### config.mk
export PLATFORM = sky130hd
export DESIGN_NAME = sram_tester
export DESIGN_NICKNAME = d
export VERILOG_FILES = /design/src/verilog/sram_bus_pkg.sv /design/src/verilog/sram_test_pkg.sv /design/src/verilog/pattern_gen.sv /design/src/verilog/sram_tester.sv
export VERILOG_INCLUDE_DIRS = /design/src /design/src/include
export SDC_FILE = /design/constraint.sdc
export NUM_CORES = 1
export LEC_CHECK = 0
export BUFFER_PORTS_ARGS = -buffer_cell sky130_fd_sc_hd__clkbuf_2
export CORE_MARGIN = 4
export CORE_UTILIZATION = 40
export DETAILED_ROUTE_END_ITERATION = 7
export GPL_TIMING_DRIVEN = 0
export PLACE_DENSITY = 0.67
export SLEW_MARGIN = 20
export SYNTH_ARGS = -nofsm -noshare
export SYNTH_HDL_FRONTEND = slang
export SYNTH_SLANG_ARGS = --single-unit
### constraint.sdc
create_clock -name clk -period 4.47 [get_ports clk]
set_input_delay 0.447 -clock clk [delete_from_list [all_inputs] [get_ports clk]]
set_output_delay 0.447 -clock clk [all_outputs]
set_load 0.02 [all_outputs]
### src/include/sram_tester_macros.svh
`ifndef SRAM_TESTER_MACROS_SVH
`define SRAM_TESTER_MACROS_SVH

// Default SRAM geometry, one data word per address
`define SRAM_ADDR_BITS_DEFAULT 20
`define SRAM_DATA_BITS_DEFAULT 16

// Width of one board debug pin group
`define DEBUG_GROUP_BITS 8

`endif

### src/verilog/sram_bus_pkg.sv
package sram_bus_pkg;

  // Access requested from the bus controller
  typedef enum logic {
    BUS_READ  = 1'b0,
    BUS_WRITE = 1'b1
  } bus_op_t;

  // Phases of one asynchronous SRAM cycle
  typedef enum logic [1:0] {
    PH_IDLE   = 2'd0,
    PH_SETUP  = 2'd1,
    PH_STROBE = 2'd2,
    PH_FINISH = 2'd3
  } bus_phase_t;

endpackage

### src/verilog/sram_test_pkg.sv
package sram_test_pkg;

  // Sequencer state
  typedef enum logic [2:0] {
    TS_IDLE      = 3'd0,
    TS_WRITE     = 3'd1,
    TS_READ      = 3'd2,
    TS_NEXT      = 3'd3,
    TS_DONE_PASS = 3'd4,
    TS_DONE_FAIL = 3'd5
  } test_state_t;

  // Data pattern kinds, stepped through in this order
  typedef enum logic [2:0] {
    PAT_ADDR        = 3'd0,
    PAT_ADDR_INV    = 3'd1,
    PAT_CHECKER     = 3'd2,
    PAT_CHECKER_INV = 3'd3
  } pattern_t;

  localparam int PATTERN_COUNT = 4;

endpackage

### src/verilog/pattern_gen.sv
`timescale 1ns/10ps
`include "sram_tester_macros.svh"

module pattern_gen #(
  parameter int ADDR_BITS = `SRAM_ADDR_BITS_DEFAULT,
  parameter int DATA_BITS = `SRAM_DATA_BITS_DEFAULT
) (
  input  sram_test_pkg::pattern_t pattern,
  input  logic [ADDR_BITS-1:0]    addr,
  output logic [DATA_BITS-1:0]    data
);

  logic [DATA_BITS-1:0] addr_word;
  logic [DATA_BITS-1:0] checker_word;

  // Address low bits fitted to the data width
  generate
    if (DATA_BITS > ADDR_BITS) begin : g_addr_extend
      assign addr_word = {{(DATA_BITS-ADDR_BITS){1'b0}}, addr};
    end else begin : g_addr_trunc
      assign addr_word = addr[DATA_BITS-1:0];
    end
  endgenerate

  // 0101... on even addresses, 1010... on odd
  always_comb begin
    for (int i = 0; i < DATA_BITS; i++) begin
      checker_word[i] = (i % 2 == 0) ^ addr[0];
    end
  end

  always_comb begin
    case (pattern)
      sram_test_pkg::PAT_ADDR:        data = addr_word;
      sram_test_pkg::PAT_ADDR_INV:    data = ~addr_word;
      sram_test_pkg::PAT_CHECKER:     data = checker_word;
      sram_test_pkg::PAT_CHECKER_INV: data = ~checker_word;
      default:                        data = '0;
    endcase
  end

endmodule

### src/verilog/sram_tester.sv
`timescale 1ns/10ps
`include "sram_tester_macros.svh"

module sram_tester #(
  parameter int ADDR_BITS = `SRAM_ADDR_BITS_DEFAULT,
  parameter int DATA_BITS = `SRAM_DATA_BITS_DEFAULT
) (
  input  logic                         clk,
  input  logic                         reset,
  input  logic                         run,
  input  logic                         ro_mode,
  output logic                         op_req,
  output sram_bus_pkg::bus_op_t        op_kind,
  output logic [ADDR_BITS-1:0]         op_addr,
  output logic [DATA_BITS-1:0]         op_wdata,
  input  logic                         op_done,
  input  logic [DATA_BITS-1:0]         op_rdata,
  output sram_test_pkg::pattern_t      pattern,
  output sram_test_pkg::test_state_t   state,
  output logic [ADDR_BITS-1:0]         addr,
  output logic [DATA_BITS-1:0]         exp_data,
  output logic [DATA_BITS-1:0]         rd_data,
  output logic                         finish,
  output logic                         mismatch
);

  logic [DATA_BITS-1:0] pattern_word;
  logic                 last_addr;
  logic                 last_pattern;

  pattern_gen #(
    .ADDR_BITS(ADDR_BITS),
    .DATA_BITS(DATA_BITS)
  ) u_pattern_gen (
    .pattern(pattern),
    .addr   (addr),
    .data   (pattern_word)
  );

  assign last_addr    = (addr == {ADDR_BITS{1'b1}});
  // Read-only runs stop after the address pattern
  assign last_pattern = ro_mode ||
      (pattern == sram_test_pkg::pattern_t'(sram_test_pkg::PATTERN_COUNT - 1));

  assign op_kind  = (state == sram_test_pkg::TS_WRITE) ? sram_bus_pkg::BUS_WRITE
                                                       : sram_bus_pkg::BUS_READ;
  assign op_addr  = addr;
  assign op_wdata = pattern_word;
  assign exp_data = pattern_word;

  always_ff @(posedge clk) begin
    if (reset) begin
      state    <= sram_test_pkg::TS_IDLE;
      pattern  <= sram_test_pkg::PAT_ADDR;
      addr     <= '0;
      op_req   <= 1'b0;
      finish   <= 1'b0;
      mismatch <= 1'b0;
    end else begin
      op_req <= 1'b0;
      finish <= 1'b0;
      case (state)
        sram_test_pkg::TS_WRITE: begin
          if (op_done) begin
            op_req <= 1'b1;
            if (last_addr) begin
              state <= sram_test_pkg::TS_READ;
              addr  <= '0;
            end else begin
              addr <= addr + ADDR_BITS'(1);
            end
          end
        end
        sram_test_pkg::TS_READ: begin
          if (op_done) begin
            if (op_rdata != pattern_word) begin
              // Stop here, addr keeps the failing location
              state    <= sram_test_pkg::TS_DONE_FAIL;
              finish   <= 1'b1;
              mismatch <= 1'b1;
            end else if (last_addr) begin
              state <= sram_test_pkg::TS_NEXT;
            end else begin
              addr   <= addr + ADDR_BITS'(1);
              op_req <= 1'b1;
            end
          end
        end
        sram_test_pkg::TS_NEXT: begin
          if (last_pattern) begin
            state  <= sram_test_pkg::TS_DONE_PASS;
            finish <= 1'b1;
          end else begin
            state   <= sram_test_pkg::TS_WRITE;
            pattern <= sram_test_pkg::pattern_t'(pattern + 3'd1);
            addr    <= '0;
            op_req  <= 1'b1;
          end
        end
        default: begin
          // Idle or done, wait for the next run
          if (run) begin
            state    <= ro_mode ? sram_test_pkg::TS_READ : sram_test_pkg::TS_WRITE;
            pattern  <= sram_test_pkg::PAT_ADDR;
            addr     <= '0;
            mismatch <= 1'b0;
            op_req   <= 1'b1;
          end
        end
      endcase
    end
  end

  always_ff @(posedge clk) begin
    if (op_done && state == sram_test_pkg::TS_READ) begin
      rd_data <= op_rdata;
    end
  end

endmodule

==> results of run 1 <==
## routing by layer
metal	share of wire	track usage	wire, um
met5	0	0	0
met3	0.084	0.0386	923
met1	0.43	0.289	4710
met2	0.47	0.343	5100
met4	0.019	0.0735	206
## worst max-delay path, delay by kind of cell (launching register included)
| family | cells | cell delay, ns |
|---|---|---|
| simple gates | 4 | 1.36 |
| buf+inv | 3 | 0.74 |
| compound gates | 5 | 1.24 |
| fa+ha+maj | 1 | 0.28 |
| flops | 1 | 0.34 |
## cells by family (layout without fill, tap and decap cells)
logic type               Yosys count  in the layout  synth area share
AO/OA/AOI/OAI                    123            123             0.254
buffers and inverters             90            216             0.146
XOR/XNOR                           3              3           0.00788
AND/OR/NAND/NOR                  133            133             0.200
flip-flops                        45             45             0.318
multiplexers                      17             17            0.0511
adder cells (fa/ha/maj)            6              6            0.0225
## cell usage after synthesis, types with 2 or more instances
library cell | number | area (sq um)
nand2_1 | 27 | 101
a22oi_1 | 6 | 45.0
and2_1 | 2 | 12.5
nor3_1 | 6 | 30.0
o41ai_1 | 4 | 35.0
nor3b_1 | 2 | 15.0
nor2b_1 | 5 | 31.3
xnor2_1 | 2 | 17.5
o221ai_1 | 2 | 17.5
a31oi_1 | 6 | 37.5
o21a_2 | 2 | 17.5
nand2b_1 | 2 | 12.5
a211oi_1 | 6 | 45.0
a41oi_1 | 2 | 17.5
nor2_1 | 46 | 173
edfxtp_1 | 16 | 480
o32ai_1 | 12 | 105
a32oi_1 | 3 | 26.3
a21oi_1 | 31 | 155
nand4_1 | 7 | 43.8
mux2i_1 | 17 | 170
clkbuf_1 | 23 | 86.3
buf_4 | 37 | 278
ha_1 | 6 | 75.1
or4_1 | 3 | 22.5
a221oi_1 | 3 | 26.3
nor4_1 | 7 | 43.8
inv_1 | 20 | 75.1
buf_2 | 8 | 40.0
and3_1 | 3 | 18.8
dfxtp_1 | 29 | 581
nand3_1 | 10 | 50.1
o22ai_1 | 8 | 50.1
or3_1 | 7 | 43.8
o21ai_0 | 26 | 130
## final cells by class
class,instances,area (sq um),share of cell area
multi-input combinational,282,1790,0.431
sequential,45,1060,0.256
buffer,69,409,0.0988
inverter,21,82.6,0.0199
timing repair buffer,118,593,0.143
clock buffer,7,76.3,0.0184
tap,105,131,0.0317
clock inverter,1,3.75,0.000906
## flip-flops by register name, summed over array words and instances (netlist names)
register	count
mismatch	1
rd_data	16
state	3
op_req	1
addr	20
pattern	3
finish	1
## what timing repair did
| action | CTS | global route |
|---|---|---|
| resized for setup | 0 | 3 |
| setup endpoints to repair | 0 | 17 |
| buffers inserted | 0 | 1 |
## stage by stage
| stage | hold slack (ns) | area [sq um] | utilization | setup slack, ns |
|---|---|---|---|---|
| 2_1_floorplan | 0.546 | 3330 | - | 0.834 |
| 3_3_place_gp | 0.489 | 4050 | 0.495 | 0.236 |
| 3_5_place_dp | 0.496 | 4050 | 0.495 | 0.175 |
| 4_1_cts | 0.334 | 4130 | 0.505 | 0.124 |
| 5_1_grt | 0.336 | 4140 | 0.507 | 0.189 |
| 6_report | 0.335 | 4140 | 0.507 | 0.423 |
## where the power goes
part / total (W) / switching [W] / internal (W)
registers: 0.000500 / 0.0000255 / 0.000474
clock network: 0.000261 / 0.000151 / 0.000109
logic: 0.000892 / 0.000605 / 0.000287
## how the worst max path moves through the flow
stage               startpoint  endpoint  depth (start not counted)
CTS                 pattern[2]   addr[8]                         13
floorplan           pattern[2]   addr[2]                         14
global placement    pattern[2]   addr[6]                         13
detailed placement  pattern[2]   addr[8]                         13
finish              pattern[2]   addr[8]                         13
global route        pattern[2]   addr[4]                         14
==> summary.md, run 1 <==
| Metric | Value |
|---|---|
| Number of global-route vias before repair | `3438` |
| Slowest CP cell | `or4_4` |
| Clk_lat worst skew | `0.31 ns` |
| WS Path Type | `flop to flop` |
| GRT Total Usage | `0.214` |
| Power Dens Cells | `399 nW/um^2` |
| Die Ht | `99.3 um` |
| Htree depth | `2` |
| Pins Over Slew Limit | `0` |
| Final wirelength | `10.9 mm` |
| Fraction of registers with async set/reset | `0` |
| Ys flop type | `dfxtp_1` |
| Sequential area share after synthesis | `0.318` |
| Crit path cell chain | `buf_2 -> clkinvlp_4 -> ha_1 -> or2b_2 -> o21a_2 -> a31oi_1 -> or4_4 -> a2111oi_4 -> nand4_4 -> o31ai_4 -> nand3_1 -> clkbuf_2 -> o32ai_1` |
| RSZ-0062 raised after global routing | `false` |
| CP peak stage delay | `0.51 ns` |
| Die X | `99.3 um` |
| # rows | `33` |
| Number of enable flip-flop cells after synthesis | `16` |
| Share of layout cells above drive strength 1 | `0.328` |
| Rel. slew slack | `0.380` |
| Max Clk Rate | `0.247 GHz` |
| Clock root cell | `clkbuf_8` |
| Worst EP arrival | `4.25 ns` |
| Clock Tree Buf Depth | `2` |
| HP Class | `input port to flop` |
| Required time of the critical path | `4.67 ns` |
| R2r endpoint | `addr[8]` |
| CTS Hold Bufs | `0` |
| Type of origin of the critical path | `flop` |
| Drt pass-1 iters | `7` |
| Netlist cell types | `56` |
| Synthesized instance count | `417` |
| Most frequent cells in the layout | `clkbuf_2 (118), nor2_1 (46), buf_4 (38)` |
| Initial antenna violation count | `0` |
| FF-to-FF Start | `pattern[2]` |
| Clock-pin slew on the worst setup and hold paths | `0.09 ns` |
| Final Non-Filler Cells | `648` |
| Via count | `3714` |
| Initial core utilization | `0.408` |
| WL/cell | `16.9 um` |
| Inst Count DP | `639` |
| Yosys reg bits | `45` |
| Final setup vio count | `0` |
| Mapped Area | `3330 sq um` |
| Fillers | `827` |
| Largest net degree at the start of global routing | `18` |
| Post-Syn Area per Cell | `7.99 sq um` |
| Commonest non-fill, non-tap cell in the layout | `clkbuf_2` |
| Max_cap viols | `0` |
| Maximum vdd drop | `0.422 mV` |
| R2R setup slack | `0.42 ns` |
| WHS Path Cells | `1` |
| HPWL after detailed placement | `8.23 mm` |
| Ys Warns | `0` |
| Detail-routed via count per cell | `5.73` |
| Overall power | `0.00165 W` |
| Gr ovfl total | `0` |
| Area Growth Syn to Fin | `24.3%` |
| First-pass GRT wire length | `17.2 mm` |
| Final min period | `4.05 ns` |
| P_leak | `1.73 nW` |
| Clock skew | `0.00507 ns` |
| WHS Endpoint | `rd_data[2]` |
| Remaining DRCs | `0` |
| Crit share post-route | `0.905` |
| DIE AREA | `9860 sq um` |
| R2R depth | `13` |
| DRT antenna net count | `0` |
| Min-delay src | `op_rdata[2]` |
| Crit end category | `flop` |
| CTS tree | `yes` |
| Nets@finish | `569` |
| Mapped Nets | `444` |
| Count of final hold-check violations | `0` |
| I/O pin count | `119` |
| Num CTS Buffers | `5` |
| Core area | `8180 sq um` |
| Iter 0 DRT Violations | `358` |
| Slew @ Worst Pin | `0.930 ns` |
| CP Max Fanout | `10` |
| Routability congestion estimate | `0.940` |
| Diode count | `0` |
| Port buffer count | `117` |
| Clock sink count | `45` |
| Status | `finished, final reports clean` |
| Setup TNS Final | `0 ns` |
Note: power is estimated with default switching activity, not from simulation.
==> run 2: changes to the inputs <==
--- a/config.mk
+++ b/config.mk
@@ -7,7 +7,8 @@
 export NUM_CORES = 1
 export LEC_CHECK = 0
 export BUFFER_PORTS_ARGS = -buffer_cell sky130_fd_sc_hd__clkbuf_2
-export CORE_MARGIN = 4
+export CAP_MARGIN = 20
+export CORE_MARGIN = 3
 export CORE_UTILIZATION = 40
 export DETAILED_ROUTE_END_ITERATION = 7
 export GPL_TIMING_DRIVEN = 0
==> summary.md, run 2 (same netlist as run 1, synthesis figures left out) <==
| Metric | Value |
|---|---|
| Initial antenna violation count | `0` |
| Clk pwr share | `0.163` |
| DIE AREA | `9460 sq um` |
| Drt pass-1 iters | `5` |
| Clock sink count | `45` |
| Detail-routed via count per cell | `5.75` |
| Comb power frac | `0.533` |
| Core area | `7890 sq um` |
| Power Dens Cells | `398 nW/um^2` |
| Setup TNS Final | `0 ns` |
| Die X | `97.3 um` |
| Final core occ | `0.525` |
| Share of layout cells above drive strength 1 | `0.329` |
| GRT Total Usage | `0.218` |
| Num CTS Buffers | `5` |
| Internal power | `0.000885 W` |
| HPWL after detailed placement | `8.11 mm` |
| R2r endpoint | `addr[13]` |
| Clock-pin slew on the worst setup and hold paths | `0.09 ns` |
| First-pass GRT wire length | `17.1 mm` |
| CP Max Fanout | `10` |
| Clock skew | `0.00996 ns` |
| Number of global-route vias before repair | `3379` |
| Overall power | `0.00165 W` |
| CTS Hold Bufs | `0` |
| Iter 0 DRT Violations | `344` |
| WHS Path Cells | `1` |
| WL/cell | `16.5 um` |
| I/O pin count | `119` |
| Diode count | `0` |
| Gr ovfl total | `0` |
| Type of origin of the critical path | `flop` |
| FF-to-FF Start | `pattern[2]` |
| Htree depth | `2` |
| HP Class | `input port to flop` |
| Status | `finished, final reports clean` |
| Count of final hold-check violations | `0` |
| Commonest non-fill, non-tap cell in the layout | `clkbuf_2` |
| Required time of the critical path | `4.67 ns` |
| CTS tree | `yes` |
| WHS Endpoint | `rd_data[0]` |
| Crit path cell chain | `buf_2 -> clkinvlp_4 -> ha_1 -> or2b_2 -> o21a_2 -> a31oi_1 -> or4_4 -> a2111oi_4 -> nand4_4 -> o31ai_4 -> nand3_1 -> clkbuf_1 -> o32ai_1` |
| Remaining DRCs | `0` |
| Sw Pwr | `0.000763 W` |
| Crit share post-route | `0.933` |
| Nets@finish | `567` |
| Largest net degree at the start of global routing | `18` |
| Pins Over Slew Limit | `0` |
| Clk_lat worst skew | `0.31 ns` |
| # rows | `32` |
| R2R setup slack | `0.30 ns` |
| Max_cap viols | `0` |
| WS Path Type | `flop to flop` |
| Slowest CP cell | `or4_4` |
| Top reg by flops | `addr` |
| Largest register FFs | `20` |
| Final wirelength | `10.6 mm` |
| Clock root cell | `clkbuf_8` |
| Sw frac | `0.463` |
| P_leak | `1.73 nW` |
| Slew @ Worst Pin | `0.884 ns` |
| Clock Tree Buf Depth | `2` |
| Final min period | `4.17 ns` |
| Die Ht | `97.3 um` |
| Maximum vdd drop | `0.369 mV` |
| Fillers | `756` |
| Port buffer count | `117` |
| Via count | `3697` |
| Final setup vio count | `0` |
| DRT antenna net count | `0` |
| CP peak stage delay | `0.50 ns` |
| Max Clk Rate | `0.240 GHz` |
| Rel. slew slack | `0.411` |
| Min-delay src | `op_rdata[0]` |
| Most frequent cells in the layout | `clkbuf_2 (117), nor2_1 (46), buf_4 (37)` |
| R2R depth | `13` |
| Largest registers | `addr x20, rd_data x16` |
| Worst setup margin | `0.299 ns` |
| Routability congestion estimate | `0.885` |
| Crit end category | `flop` |
| RSZ-0062 raised after global routing | `false` |
| Post-place setup slack | `0.326 ns` |
| Reg power frac | `0.304` |
| Initial core utilization | `0.423` |
| Worst EP arrival | `4.37 ns` |
| Area Growth Syn to Fin | `24.2%` |
run 2: power by group through the flow:
stage / combinational, W / clock (W) / sequential, W
after floorplan: 0.000570 / 0 / 0.000558
after global placement: 0.000863 / 0 / 0.000508
after detailed placement: 0.000866 / 0 / 0.000510
after CTS: 0.000871 / 0.000272 / 0.000500
after global routing: 0.000968 / 0.000289 / 0.000505
final: 0.000879 / 0.000269 / 0.000500
run 2: routing by layer:
| layer | GRT usage | up-vias | share of wire |
|---|---|---|---|
| met5 | 0 | - | 0 |
| met2 | 0.357 | 156 | 0.47 |
| met3 | 0.0330 | 15 | 0.065 |
| met1 | 0.296 | 1783 | 0.44 |
| li1 | - | 1743 | - |
| met4 | 0.0660 | 0 | 0.017 |
run 2: worst max-delay path by stage:
stage / from / endpoint / cells past startpoint
global placement: pattern[2] / addr[4] / 14
CTS: pattern[2] / addr[13] / 13
global route: pattern[2] / addr[13] / 13
detailed placement: pattern[2] / addr[13] / 13
floorplan: pattern[2] / addr[2] / 14
finish: pattern[2] / addr[13] / 13
run 2: stage by stage:
stage / cell area, sq um / instances / hold slack (ns)
floorplan: 3330 / 417 / 0.546
global placement: 4050 / 636 / 0.492
detailed placement: 4050 / 636 / 0.500
CTS: 4140 / 644 / 0.335
global route: 4140 / 643 / 0.333
finish: 4140 / 643 / 0.340
run 2: layout make-up:
| type | instances | area [sq um] | share of cell area |
|---|---|---|---|
| Buffer | 68 | 404 | 0.0976 |
| Clock buffer | 8 | 90.1 | 0.0218 |
| Inverter | 21 | 82.6 | 0.0199 |
| Multi-Input combinational cell | 282 | 1790 | 0.432 |
| Sequential cell | 45 | 1060 | 0.256 |
| Tap cell | 102 | 128 | 0.0308 |
| Timing Repair Buffer | 117 | 586 | 0.141 |
run 2: repair_timing:
| action | in CTS | in global routing |
|---|---|---|
| setup buffers | 0 | 0 |
| setup endpoints to repair | 0 | 10 |
| resized for setup | 0 | 3 |
run 2: worst max-delay path, delay by kind of cell, from the launching register on:
| kind | cells | cell delay (ns) |
|---|---|---|
| flip-flops | 1 | 0.34 |
| adder cells (fa/ha/maj) | 1 | 0.34 |
| AND/OR/NAND/NOR | 4 | 1.30 |
| buffers and inverters | 3 | 0.87 |
| AO/OA/AOI/OAI | 5 | 1.22 |
